$ cat src/rtl/dcache_isa_pkg.sv
`default_nettype none

package dcache_isa_pkg;

    // MIPS load/store opcodes served by the cache
    localparam logic [5:0] op_lw = 6'b100011;
    localparam logic [5:0] op_lb = 6'b100000;
    localparam logic [5:0] op_sw = 6'b101011;
    localparam logic [5:0] op_sb = 6'b101000;

    // byte address width on the cpu side
    localparam int unsigned addr_bits = 10;

    // one cached word, seen whole or as four bytes (byte 0 is the lsb)
    typedef union packed {
        logic [31:0]      word;
        logic [3:0][7:0]  bytes;
    } cache_word_u;

    typedef struct packed {
        logic                 valid;
        logic [5:0]           opcode;
        logic [addr_bits-1:0] addr;
        cache_word_u          wdata;
    } cpu_req_t;

    // hit is set when no memory access was needed
    typedef struct packed {
        logic        done;
        logic        hit;
        cache_word_u rdata;
    } cpu_rsp_t;

endpackage

`default_nettype wire

$ cat src/rtl/dcache_mem_pkg.sv
`default_nettype none

package dcache_mem_pkg;

    // address split: tag 9:6, index 5:2, byte offset 1:0
    localparam int unsigned offset_bits = 2;
    localparam int unsigned index_bits  = 4;
    localparam int unsigned tag_bits    = 4;
    localparam int unsigned num_lines   = 16;

    // main memory geometry, one 32-bit word per location
    localparam int unsigned mem_words     = 256;
    localparam int unsigned mem_addr_bits = 8;

    // access latencies in cycles, counted from the rising strobe
    localparam int unsigned mem_rd_latency = 4;
    localparam int unsigned mem_wr_latency = 5;
    localparam int unsigned mem_cnt_bits   = 3;

    localparam int unsigned line_addr_bits = offset_bits + index_bits + tag_bits;

    // write data is not carried here, it comes straight from the array
    typedef struct packed {
        logic                     rd;
        logic                     wr;
        logic [mem_addr_bits-1:0] waddr;
    } mem_req_t;

    function automatic logic [index_bits-1:0] addr_index(input logic [line_addr_bits-1:0] addr);
        return addr[offset_bits +: index_bits];
    endfunction

    function automatic logic [tag_bits-1:0] addr_tag(input logic [line_addr_bits-1:0] addr);
        return addr[offset_bits + index_bits +: tag_bits];
    endfunction

    function automatic logic [mem_addr_bits-1:0] addr_word(input logic [line_addr_bits-1:0] addr);
        return addr[line_addr_bits-1:offset_bits];
    endfunction

endpackage

`default_nettype wire

$ cat src/rtl/dcache_array.sv
`timescale 1ns/1ps
`default_nettype none

module dcache_array
    import dcache_isa_pkg::*;
    import dcache_mem_pkg::*;
(
    input  wire                      clk,
    input  wire                      rst_b,
    input  wire cpu_req_t            cpu_req,
    input  wire                      array_we,
    input  wire                      fill_sel,
    input  wire                      clear_dirty,
    input  wire [31:0]               mem_rdata,
    output logic                     hit,
    output logic                     dirty,
    output logic [mem_addr_bits-1:0] victim_addr,
    output logic [31:0]              victim_data,
    output cache_word_u              rdata
);

    logic [num_lines-1:0] valid_q;
    logic [num_lines-1:0] dirty_q;
    logic [tag_bits-1:0]  tag_q [num_lines];
    cache_word_u          data_q [num_lines];

    logic [index_bits-1:0]  idx;
    logic [tag_bits-1:0]    req_tag;
    logic [offset_bits-1:0] off;
    cache_word_u            line;
    cache_word_u            merged;
    logic [7:0]             sel_byte;

    assign idx     = addr_index(cpu_req.addr);
    assign req_tag = addr_tag(cpu_req.addr);
    assign off     = cpu_req.addr[offset_bits-1:0];
    assign line    = data_q[idx];

    assign hit         = valid_q[idx] && (tag_q[idx] == req_tag);
    assign dirty       = valid_q[idx] && dirty_q[idx];
    assign victim_addr = {tag_q[idx], idx};
    assign victim_data = line.word;

    // new line contents for a fill, a byte store or a word store
    always_comb begin
        merged = line;
        if (fill_sel) begin
            merged.word = mem_rdata;
        end else if (cpu_req.opcode == op_sb) begin
            merged.bytes[off] = cpu_req.wdata.bytes[0];
        end else begin
            merged.word = cpu_req.wdata.word;
        end
    end

    always_ff @(posedge clk) begin
        if (array_we) begin
            data_q[idx] <= merged;
            if (fill_sel) begin
                tag_q[idx] <= req_tag;
            end
        end
    end

    always_ff @(posedge clk or negedge rst_b) begin
        if (!rst_b) begin
            valid_q <= '0;
            dirty_q <= '0;
        end else if (array_we) begin
            valid_q[idx] <= 1'b1;
            // fresh from memory is clean, any store makes it dirty
            dirty_q[idx] <= !fill_sel;
        end else if (clear_dirty) begin
            dirty_q[idx] <= 1'b0;
        end
    end

    assign sel_byte = line.bytes[off];

    // LB is sign-extended, everything else returns the whole word
    always_comb begin
        if (cpu_req.opcode == op_lb) begin
            rdata.word = {{24{sel_byte[7]}}, sel_byte};
        end else begin
            rdata = line;
        end
    end

endmodule

`default_nettype wire

$ cat config.mk
export PLATFORM = sky130hd
export DESIGN_NAME = dcache_array
export DESIGN_NICKNAME = d
export VERILOG_FILES = /design/src/rtl/dcache_isa_pkg.sv /design/src/rtl/dcache_mem_pkg.sv /design/src/rtl/dcache_array.sv
export SDC_FILE = /design/constraint.sdc
export NUM_CORES = 1
export LEC_CHECK = 0
export ABC_CLOCK_PERIOD_IN_PS = 5700
export BUFFER_PORTS_ARGS = -buffer_cell sky130_fd_sc_hd__buf_2
export CORE_MARGIN = 1.5
export CORE_UTILIZATION = 61
export CTS_CLUSTER_SIZE = 28
export DETAILED_ROUTE_END_ITERATION = 7
export PLACE_DENSITY = 0.91
export SLEW_MARGIN = 0
export SYNTH_ARGS = -nofsm -noshare
export SYNTH_HDL_FRONTEND = slang
export SYNTH_SLANG_ARGS = --single-unit
$ cat constraint.sdc
create_clock -name clk -period 5.7 [get_ports clk]
set_input_delay 1.425 -clock clk [delete_from_list [all_inputs] [get_ports clk]]
set_output_delay 1.425 -clock clk [all_outputs]
set_load 0.01 [all_outputs]
# After elaboration in Yosys (flattened, before gate mapping)
# Memories as Yosys holds them, arrays and structs flattened.
# Cells that the tools add are included.
word_totals:
  mem_bits_rw: 576
  input_bits: 86
  register_bits: 32
  latchBits: 0
  romBits: 0
  mem_count: 2
mem_list:
  columns: ["name", "depth", "width", "read_ports", "rd_ports_with_merged_regs", "write_ports", "line_no", "text"]
  rows:
  - ["data_q", 16, 32, 1, 0, 1, "dcache_array.sv:25", "cache_word_u data_q [num_lines];"]
  - ["tag_q", 16, 4, 1, 0, 1, "dcache_array.sv:24", "logic [tag_bits-1:0] tag_q [num_lines];"]
op_classes:
  shift: 0
  eq_ne: 3
  add_sub_neg: 0
  reduce_logical: 6
  multipliers: 0
  bitwise: 3
  div_mod_pow: 0
  n_lt_le_gt_ge: 4
  muxes: 22
ops:
  columns: ["operator", "n"]
  rows:
  - ["2-to-1 mux 32 bit", 3]
  - ["bitwise mux 32 bit", 1]
  - ["2-to-1 mux 16 bit", 2]
  - ["bitwise AND 16 bit", 1]
  - ["binary-select mux 8 bit (select 2 bit)", 1]
  - ["bitwise mux 16 bit", 1]
  - ["demux 8 bit (select 2 bit)", 1]
  - ["2-to-1 mux 8 bit", 2]
  - ["NOT 16 bit", 1]
  - ["OR 16 bit", 1]
  - ["== test 6 bit, second input constant", 2]
  - ["binary-select mux 1 bit (select 4 bit)", 2]
  - ["2-to-1 mux 1 bit", 8]
  - ["less-than comparator 4 x 5 -> 1 bit, second input constant", 1]
  - ["demux 1 bit (select 4 bit)", 1]
  - ["== test 4 bit", 1]
  - [">= comparator 4 x 1 -> 1 bit, second input constant", 1]
  - ["logical AND 1 bit", 4]
  - ["less-than comparator 2 x 3 -> 1 bit, second input constant", 1]
  - [">= comparator 2 x 1 -> 1 bit, second input constant", 1]
  - ["nonzero test 2 bit", 1]
  - ["zero test 1 bit", 1]

# Longest topological paths before layout
depth:
  depth_word: 8
  depth_mapped: 10

# Worst setup path after synthesis
# No wires, ideal clock.
synth_path:
  path_kind: "input to register"
  from: "input port cpu_req[34] (netlist name)"
  to: "memory tag_q[12][0], enable pin"
  path_buffers: 5
  t_required_ns: 5.388
  slack_ns: 1.133
  t_arrival_ns: 4.255
  cell_stages: 8
  path_cell_list: "buf_6 buf_6 buf_6 buf_4 or2_2 clkbuf_1 nor2_1 and2_1"
synth_rtl:
  columns: ["item", "line_no", "text"]
  rows:
  - ["from (decl)", "dcache_array.sv:10", "input wire cpu_req_t cpu_req,"]
  - ["to (decl)", "dcache_array.sv:24", null]
# No word-level cell before the write port.

==> flow_summary.ini <==
[outcome]
outcome = complete, no violations

[logic_synthesis]
synth-main-ff-cell = edfxtp_1
synth.top_cell.area_share_pct = 69.5
yosysWarnings = 0
synth.most_common_cell = edfxtp_1
synth.avg_cell_area_um2 = 18.3
ys_types = 41
yosysTopAreaCell = edfxtp_1
synth_common_cells = edfxtp_1, mux4_2, o21ai_0
syn_area_um2 = 24900
syn_inst = 1361
ys_ff_latch = 608
syn-num-nets = 1447
async_flop_share_pct = 5.26
seq_area_frac_synth_pct = 72.7
synthTopCellsByArea = edfxtp_1, mux4_2, dfrtp_1, mux2i_1, o21ai_0
synth_edf_count = 576

[power]
combinationalPowerShare_pct = 9.0
leakagePower_nw = 9.65
clockPowerShare_pct = 38.8
ir_worst_vdd_uv = 297
p_total_w = 0.00977
power.share.sequential_pct = 52.2
power.density_nw_per_um2 = 343
internal-power_w = 0.00751
switchingPower_w = 0.00225
swShare_pct = 23.1

[job]
maxCapViolCount = 0

[floorplanning]
ios = 160
die_area_um2 = 42000
core_area_um2 = 40000
rows = 73
die_height_um = 205
die_x_um = 205
start_util_pct = 62.2

[routing]
drtAntennaViolNets = 0
drt_pass1_iterations = 6
drc = 0
wl_per_cell_um = 32.3
routed_via_density = 6.98
vias = 14869
drt_iter0_drc = 2357
wl_um = 68700

[place]
globalplace.congestion = 0.887
dp_hpwl_um = 39900
dp.cells = 2021
numPortBuffers = 158

[worst_setup_path]
cp-start-kind = input pin
r2r_setup_slack_ns = 3.10
worstPathMaxFanout = 25
crit_chain = buf_2 -> nor2_1 -> a22oi_1 -> nand3_1 -> nand4_1 -> a32oi_2 -> buf_4 -> o21ai_0 -> buf_2
cp-end-kind = output pin
critPathKind = input pin to output pin
cp.arrival_ns = 4.01
cp_slowest_cell = nor2_1
timing.critical_path.mode_cell = buf_2
worstPathRequired_ns = 4.28
cpPeakStageDelay_ns = 0.75
ff2ff_path_depth = 6

[cells_and_area]
final_cells = 2129
nets = 1640
drive_gt1_share_pct = 31.8
register_area_um2 = 18100
area_growth_pct = 14.4
fin_util_pct = 71.2
multi_input_area_um2 = 6380
fillers = 2272

[global_route]
grt-ovfl-total = 0
grtUsageTotal_pct = 33.6
grt_pass1_vias = 15304
grt_max_degree = 59
grt_pass1_wl_um = 99000
antenna_found_initial = 0

[cts]
cts_hold_buf = 0
cts.sinks = 608
clk_latency_ns = 0.62
path_clk_slew_ns = 0.06
htree_levels = 2
cts_setup_buffers = 0
cts_tree = built
cts_resized = 0
root_buffer = clkbuf_16
cts_made_buffers = 56
clockBufferDepth = 3

[sta]
final_max_slew_viol_count = 0
slew_headroom_pct = 23.5
min_period_ns = 5.44
hold_viol_final = 0
tns_ns = 0
fmax_mhz = 184
finClkSkew_ns = 0.0219
grt_setup_unrepaired = no
setup_viol = 0
worstMarginPinSlew_ns = 1.14
post-route-period-util_pct = 95.4

[hold_path]
min_path_type = register to register
hold_depth = 1
-- flip-flops by register name, indices dropped and copies added (netlist names) --
register / count
tag_q: 64
valid_q: 16
data_q: 512
dirty_q: 16
-- power groups by stage --
stage	logic, W	clock network [W]	registers [W]
6_report	0.000882	0.00379	0.00510
5_1_grt	0.000920	0.00395	0.00510
4_1_cts	0.000864	0.00379	0.00510
3_5_place_dp	0.000851	0	0.00518
3_3_place_gp	0.000814	0	0.00517
2_1_floorplan	0.000503	0	0.00517
-- cell type report --
| class | instances | share of cell area [%] |
|---|---|---|
| Inverter | 18 | 0.237 |
| Tap cell | 525 | 2.31 |
| Timing Repair Buffer | 224 | 4.94 |
| Antenna cell | 3 | 0.0264 |
| Clock inverter | 34 | 1.14 |
| Multi-Input combinational cell | 646 | 22.4 |
| Clock buffer | 71 | 5.37 |
| Sequential cell | 608 | 63.6 |
-- routing by layer --
layer,vias to the layer above,share of wire (%),GRT usage [%]
met5,-,0,0.476
met4,0,6.3,18.7
met3,317,14,9.66
met2,1371,48,52.9
met1,7325,32,42.5
li1,5856,-,-
-- placed cells by master (no fill, tap or decap), drive strengths merged, types with 29 or more instances in the layout --
| master | Yosys | routed |
|---|---|---|
| nor2 | 40 | 40 |
| clkbuf | 34 | 71 |
| o21ai | 122 | 122 |
| mux2i | 52 | 52 |
| a22oi | 46 | 46 |
| nand2 | 88 | 88 |
| edfxtp | 576 | 576 |
| dfrtp | 32 | 32 |
| buf | 55 | 224 |
| a22o | 29 | 29 |
| mux4 | 138 | 138 |
-- worst max-delay path: cells and delay by family --
family / cells / cell delay, ns
AOI/OAI and AO/OA: 3 / 0.67
buffers and inverters: 3 / 0.81
and+or+nand+nor: 3 / 1.07
-- through the flow --
stage / setup WS (ns) / instance area, um2 / hold slack, ns
after floorplan: 1.13 / 24900 / 0.434
after global placement: 0.406 / 26600 / 0.446
after detailed placement: 0.329 / 26600 / 0.447
after CTS: 0.209 / 28500 / 0.467
after global routing: 0.222 / 28500 / 0.487
final: 0.261 / 28500 / 0.468
-- cells by family (layout without fill, tap and decap cells) --
group	count (synthesis)	count (layout)	synth area share, %
other	0	3	0
xor gates and xnor gates	4	4	0.141
AOI/OAI and AO/OA	235	235	6.05
DFF	608	608	72.7
muxes	194	194	14.8
and+or+nand+nor	213	213	4.11
buffers and inverters	107	347	2.27
-- worst paths after layout --
path	start	end
max	cpu_req[37]	rdata[30]
min	valid_q[1]	valid_q[1]
max reg2reg	data_q[1][16]	data_q[9][16]
min reg2reg	valid_q[1]	valid_q[1]
max in group asynchronous	rst_b	dirty_q[4]
min in group asynchronous	rst_b	valid_q[1]
(Power assumes the default switching activity.)
