**src/rtl/dcache_isa_pkg.sv**
```systemverilog
`default_nettype none

package dcache_isa_pkg;

    // MIPS load/store opcodes served by the cache
    localparam logic [5:0] op_lw = 6'b100011;
    localparam logic [5:0] op_lb = 6'b100000;
    localparam logic [5:0] op_sw = 6'b101011;
    localparam logic [5:0] op_sb = 6'b101000;

    // byte address width on the cpu side
    localparam int unsigned addr_bits = 10;

    // one cached word, seen whole or as four bytes (byte 0 is the lsb)
    typedef union packed {
        logic [31:0]      word;
        logic [3:0][7:0]  bytes;
    } cache_word_u;

    typedef struct packed {
        logic                 valid;
        logic [5:0]           opcode;
        logic [addr_bits-1:0] addr;
        cache_word_u          wdata;
    } cpu_req_t;

    // hit is set when no memory access was needed
    typedef struct packed {
        logic        done;
        logic        hit;
        cache_word_u rdata;
    } cpu_rsp_t;

endpackage

`default_nettype wire

```
**src/rtl/dcache_mem_pkg.sv**
```systemverilog
`default_nettype none

package dcache_mem_pkg;

    // address split: tag 9:6, index 5:2, byte offset 1:0
    localparam int unsigned offset_bits = 2;
    localparam int unsigned index_bits  = 4;
    localparam int unsigned tag_bits    = 4;
    localparam int unsigned num_lines   = 16;

    // main memory geometry, one 32-bit word per location
    localparam int unsigned mem_words     = 256;
    localparam int unsigned mem_addr_bits = 8;

    // access latencies in cycles, counted from the rising strobe
    localparam int unsigned mem_rd_latency = 4;
    localparam int unsigned mem_wr_latency = 5;
    localparam int unsigned mem_cnt_bits   = 3;

    localparam int unsigned line_addr_bits = offset_bits + index_bits + tag_bits;

    // write data is not carried here, it comes straight from the array
    typedef struct packed {
        logic                     rd;
        logic                     wr;
        logic [mem_addr_bits-1:0] waddr;
    } mem_req_t;

    function automatic logic [index_bits-1:0] addr_index(input logic [line_addr_bits-1:0] addr);
        return addr[offset_bits +: index_bits];
    endfunction

    function automatic logic [tag_bits-1:0] addr_tag(input logic [line_addr_bits-1:0] addr);
        return addr[offset_bits + index_bits +: tag_bits];
    endfunction

    function automatic logic [mem_addr_bits-1:0] addr_word(input logic [line_addr_bits-1:0] addr);
        return addr[line_addr_bits-1:offset_bits];
    endfunction

endpackage

`default_nettype wire

```
**src/rtl/dcache_ctrl.sv**
```systemverilog
`timescale 1ns/1ps
`default_nettype none

module dcache_ctrl
    import dcache_isa_pkg::*;
    import dcache_mem_pkg::*;
(
    input  wire                      clk,
    input  wire                      rst_b,
    input  wire cpu_req_t            cpu_req,
    input  wire                      hit,
    input  wire                      dirty,
    input  wire [mem_addr_bits-1:0]  victim_addr,
    input  wire                      mem_ack,
    output mem_req_t                 mem_req,
    output logic                     array_we,
    output logic                     fill_sel,
    output logic                     clear_dirty,
    output logic                     done,
    output logic                     served_hit
);

    typedef enum logic [1:0] {
        st_idle,
        st_write_back,
        st_fill,
        st_respond
    } state_t;

    state_t state_q;
    state_t state_nx;
    logic   missed_q;
    logic   is_store;
    logic   req_hit;

    assign is_store = (cpu_req.opcode == op_sw) || (cpu_req.opcode == op_sb);

    // a valid request that finds its line in idle
    assign req_hit = (state_q == st_idle) && cpu_req.valid && hit;

    always_comb begin
        state_nx = state_q;
        case (state_q)
            st_idle: begin
                if (cpu_req.valid) begin
                    if (hit) begin
                        state_nx = st_respond;
                    end else if (dirty) begin
                        state_nx = st_write_back;
                    end else begin
                        state_nx = st_fill;
                    end
                end
            end
            st_write_back: begin
                // victim is safe in memory, now fetch the requested word
                if (mem_ack) begin
                    state_nx = st_fill;
                end
            end
            st_fill: begin
                // line is written at this edge, the request then hits in idle
                if (mem_ack) begin
                    state_nx = st_idle;
                end
            end
            st_respond: begin
                state_nx = st_idle;
            end
            default: begin
                state_nx = st_idle;
            end
        endcase
    end

    always_ff @(posedge clk or negedge rst_b) begin
        if (!rst_b) begin
            state_q  <= st_idle;
            missed_q <= 1'b0;
        end else begin
            state_q <= state_nx;
            if (state_q == st_respond) begin
                missed_q <= 1'b0;
            end else if ((state_q == st_idle) && cpu_req.valid && !hit) begin
                missed_q <= 1'b1;
            end
        end
    end

    // store data goes in on a hit, memory data at the end of a fill
    assign array_we    = (req_hit && is_store) || ((state_q == st_fill) && mem_ack);
    assign fill_sel    = (state_q == st_fill);
    assign clear_dirty = (state_q == st_write_back) && mem_ack;

    // strobes stay high for the whole access
    assign mem_req.rd    = (state_q == st_fill);
    assign mem_req.wr    = (state_q == st_write_back);
    assign mem_req.waddr = (state_q == st_write_back) ? victim_addr : addr_word(cpu_req.addr);

    assign done       = (state_q == st_respond);
    assign served_hit = !missed_q;

endmodule

`default_nettype wire

```
**config.mk**
```make
export PLATFORM = sky130hd
export DESIGN_NAME = dcache_ctrl
export DESIGN_NICKNAME = d
export VERILOG_FILES = /design/src/rtl/dcache_isa_pkg.sv /design/src/rtl/dcache_mem_pkg.sv /design/src/rtl/dcache_ctrl.sv
export SDC_FILE = /design/constraint.sdc
export NUM_CORES = 1
export LEC_CHECK = 0
export ABC_CLOCK_PERIOD_IN_PS = 1450
export BUFFER_PORTS_ARGS = -buffer_cell sky130_fd_sc_hd__buf_2
export CORE_MARGIN = 4
export CORE_UTILIZATION = 23
export CTS_BUF_LIST = sky130_fd_sc_hd__clkbuf_16
export DETAILED_ROUTE_END_ITERATION = 10
export PLACE_DENSITY = 0.8
export SLEW_MARGIN = 40
export SYNTH_ARGS = -nofsm -noshare
export SYNTH_HDL_FRONTEND = slang
export SYNTH_SLANG_ARGS = --single-unit
```
**constraint.sdc**
```tcl
create_clock -name clk -period 1.45 [get_ports clk]
set_input_delay 0.29 -clock clk [delete_from_list [all_inputs] [get_ports clk]]
set_output_delay 0.29 -clock clk [all_outputs]
set_load 0.02 [all_outputs]
```
Yosys cells after proc, flatten, opt, wreduce, memory -nomap -nowiden:

Cells that the tools add are included.
W data, S select, Z words.

* bits of input ports: 62
* flip-flop bits (word level): 3
* output and inout port bits: 15
* logic and storage cells: 32

* reductions and logical operators: 13
* mux-type cells: 9
* eq/ne operators: 8

Operators with widths (count)
* $eq A6 B6 Y1 const B: 2
* $mux W2: 5
* $mux W8: 1
* $pmux W2 S4: 1
* $logic_and A1 B1 Y1: 6
* $ne A2 B2 Y1 const B: 3
* $eq A2 B2 Y1 const B: 2
* $reduce_and A3 Y1: 1
* $eq A2 B1 Y1 const B: 1
* $logic_not A1 Y1: 2
* $logic_not A2 Y1: 1
* $logic_or A1 B1 Y1: 2
* $mux W1: 2
* $reduce_bool A2 Y1: 1

Longest topological paths before layout:

* word-level depth: 5
* gate-level depth with buffers: 4
* mapped depth without buffers: 3

Worst setup path before layout:

Ideal clock, no wire load.

* path type: flip-flop to output port
* from: register state_q[1]
* to: output mem_req[0] in the netlist's numbering
* arrival: 1099 ps
* slack: 61 ps
* cell stages (with the launch flop): 5
* path through: dfrtp_1 > buf_4 > nor2b_4 > buf_12 > mux2_4

RTL lines
* start: declaration: line dcache_ctrl.sv:30 `state_t state_q;`
* start signal: assignment: line dcache_ctrl.sv:78 `state_q <= st_idle;`
* start signal: assignment: line dcache_ctrl.sv:81 `state_q <= state_nx;`
* end: declaration: line dcache_ctrl.sv:15 `output mem_req_t mem_req,`

==> key figures <==
Run status
  – Run status: finished, violations left
  – Violated checks: negative setup slack

STA
  – Share of the clock period used by the worst path: 115%
  – Hold Fails Final Rpt: 0
  – Worst path setup slack after routing: -220 ps
  – Relative slew slack: around 82%
  – Setup repair after global routing missed its margin: true
  – Final period demand of the worst path: between 1500 and 2000 ps
  – Final hold slack: about 380 ps
  – Pins Over Slew Limit: 0
  – Endpoints failing setup: 10
  – Clock tree skew after final layout: roughly 1.1 ps
  – Worst-Margin Slew: between 200 and 300 ps
  – Maximum achievable frequency: around 600 MHz
  – Setup total negative slack: -1900 ps

Worst setup path
  – Launching element type of the critical path: flop
  – Start-to-end type of the worst setup path: flop to primary output
  – Capturing element type of the critical path: primary output
  – Endpoint arrival time on the critical path: roughly 1400 ps
  – CP Data Required Time: approximately 1200 ps
  – Critical path peak fanout: 10
  – R2R depth: 3

GRT
  – Global-route wire length before repair: about 1300 um
  – GRT Resource Usage Total: ~8.5%
  – Residual overflow from global routing: 0
  – Antenna violations before repair: 0
  – Pin count of the biggest net entering global routing: 11
  – Number of global-route vias before repair: 401

Detailed routing
  – Residual antenna-violating net count after detailed routing: 0
  – Routed wirelength normalized by instance count: between 10 and 15 um
  – Amount of wire on met3 after detailed routing: 287 um
  – DRC violation count after routing: 0
  – Number of vias in the routed layout: ~440
  – Drt via density: around 4.5
  – Highest Signal Layer: met4
  – Detailed Route Iter0 Violations: 1
  – Met2 wire length: around 570 um
  – TritonRoute pass-1 iters: 2
  – Met1 Wirelength: 366 um
  – Routed wire length: between 1000 and 1500 um

Layout
  – Non-filler instance count after layout: roughly 100
  – Inserted Diodes: 0
  – NumNets Final: between 100 and 150
  – Area added between synthesis and finish: 102%
  – Commonest non-fill, non-tap cell in the layout: sky130_fd_sc_hd__buf_2
  – Filler cell count in the final layout: 138
  – Most frequent cells in the layout: sky130_fd_sc_hd__buf_2 (34), sky130_fd_sc_hd__mux2_4 (8), sky130_fd_sc_hd__buf_6 (7)
  – Layout cell share with drive strength beyond 1: about three quarters

Synthesis
  – Share of the synthesized area in the top cell type: between 30% and 40%
  – Synth area leader: sky130_fd_sc_hd__mux2_4
  – Sequential element share of the synthesized area: between 20% and 30%
  – Cells after synthesis: 34
  – Multiplexer share of the synthesized area: between 30% and 40%
  – Fraction of the mapped netlist area in adder cells: 0%
  – Most area-consuming cells after synthesis: sky130_fd_sc_hd__mux2_4 (32%), sky130_fd_sc_hd__dfrtp_1 (20%), sky130_fd_sc_hd__buf_12 (5.4%), sky130_fd_sc_hd__buf_4 (4.1%), sky130_fd_sc_hd__nor2b_4 (3.7%)
  – Number of warnings printed during yosys synthesis: 0
  – Dominant combinational cell family by area after synthesis: multiplexers
  – Post-synthesis cell area: 370 sq um
  – Area fraction in compound gates after synthesis: a little over an eighth
  – Xor/xnor share of the synthesized area: 2.36%
  – Count of distinct cell types in the synthesized netlist: 22
  – Number of nets produced by synthesis: between 90 and 100
  – Simple-gate portion of the synthesized area: between 10% and 20%
  – Number of synthesized register bits: 3
  – Post-Syn Area per Cell: approximately 11 sq um

Floorplanning
  – Number of ports placed on the die boundary: 77
  – DIE WIDTH: around 48 um
  – Height of the die: between 40 and 50 um
  – Core Box Area: about 0.0015 sq mm
  – # rows: 14
  – Initial cell density of the core: 24.6%
  – DIE AREA: around 0.0023 sq mm

Power
  – Static leakage: between 0.4 and 0.5 nW
  – Largest voltage drop on the vdd net: between 0.5 and 0.6 mV
  – Total power divided by cell area: 1700 mW/mm^2

Placed design
  – Port-buffer cells: between 40 and 50
  – Placement Setup Slack: -4.96 ps
  – Detailed Place HPWL: roughly 960 um
  – Routability congestion estimate from global placement: ~0.68
  – Number of instances in the placed design: approximately 90

Worst hold path
  – Min-Delay Path Class: input pin to flop
  – Hold Path Stages: 3

CTS
  – CTS tree: built
  – Clk_lat worst skew: 220 ps
  – CTS Buf Count: 3
  – Clk Tree Root Cell: sky130_fd_sc_hd__clkbuf_16
  – Clk buf depth: 2
  – Total clock sinks: 3
  – Depth of the CTS H-tree: 1
  – Clock-pin slew on the worst setup and hold paths: 30 ps

Run
  – Maximum capacitance violations: 0
[worst max-delay path, cell delays in order, from the launching register on]
cell                      delay [ps]
sky130_fd_sc_hd__dfrtp_1         380
sky130_fd_sc_hd__nor2b_4         180
sky130_fd_sc_hd__buf_12          140
sky130_fd_sc_hd__mux2_4          290
sky130_fd_sc_hd__buf_2           160
[power by group]
group          leakage, nW  switching (mW)  total, mW  internal [mW]
sequential          0.0348          0.0298      0.147          0.117
combinational        0.328           0.330      0.690          0.360
clock               0.0423          0.0778      0.434          0.356
total                0.406           0.437       1.27          0.833
[worst paths after layout]
check / from / to / slack, ps
setup / recovery: state_q[0]$_DFFE_PN0P_ / mem_req[7] / -220
max in group asynchronous: rst_b / state_q[1]$_DFFE_PN0P_ / 960
setup reg to reg: state_q[0]$_DFFE_PN0P_ / state_q[1]$_DFFE_PN0P_ / 280
hold reg to reg: missed_q$_DFFE_PN0P_ / missed_q$_DFFE_PN0P_ / 550
min in group asynchronous: rst_b / state_q[0]$_DFFE_PN0P_ / 390
hold / removal: cpu_req[48] / missed_q$_DFFE_PN0P_ / 380
[cells in the mapped netlist (all sizes together)]
cell type / n
o311a: 1
mux2: 8
inv: 2
xnor2: 1
buf: 3
nor2b: 2
and2b: 1
and2: 2
o21ai: 1
a21oi: 2
nor2: 1
o22ai: 1
a32o: 1
nand2: 1
a21boi: 1
nor3b: 1
dfrtp: 3
nor4bb: 1
nand2b: 1
[cell families after synthesis]
group                  count (synthesis)
AO/OA/AOI/OAI                          7
XOR/XNOR                               1
multiplexers                           8
buffers and inverters                  5
AND/OR/NAND/NOR                       10
flip-flops                             3
[state kept, by name, summed over array words and instances, names as in the netlist]
register,cells
state_q,2
missed_q,1
[cell type report]
class                   count  area [sq um]  area share (%)
inverters                   2          7.51            1.00
multi-input cells          26           258            34.4
repair buffers             47           309            41.3
well taps                  16          20.0            2.68
flip-flops and latches      3          75.1            10.0
clock buffers               3          75.1            10.0
clock inverters             1          3.75           0.502
[metrics by stage]
step	power [mW]	util [%]	area (sq um)
final	1.27	49.7	748
after global routing	1.34	49.7	748
after CTS	1.23	46.8	704
after detailed placement	0.770	39.9	601
after global placement	0.762	39.9	601
after floorplan	0.607	-	370
[per-layer routing]
metal	up-vias	global-route usage, %
met5	-	0
met4	0	8.06
met3	2	2.21
met2	38	16.1
met1	187	6.84
li1	215	-
[repair_timing]
item                                    in CTS  in global routing
endpoints found under the setup margin      10                 13
hold buffers                                 1                  0
gates resized for setup                      5                 11
hold endpoints to repair                     3                  0
cloned                                       0                  0
pin swaps                                    0                  0
buffers inserted                             0                  1
No activity file was read; power rests on OpenSTA's default activity.
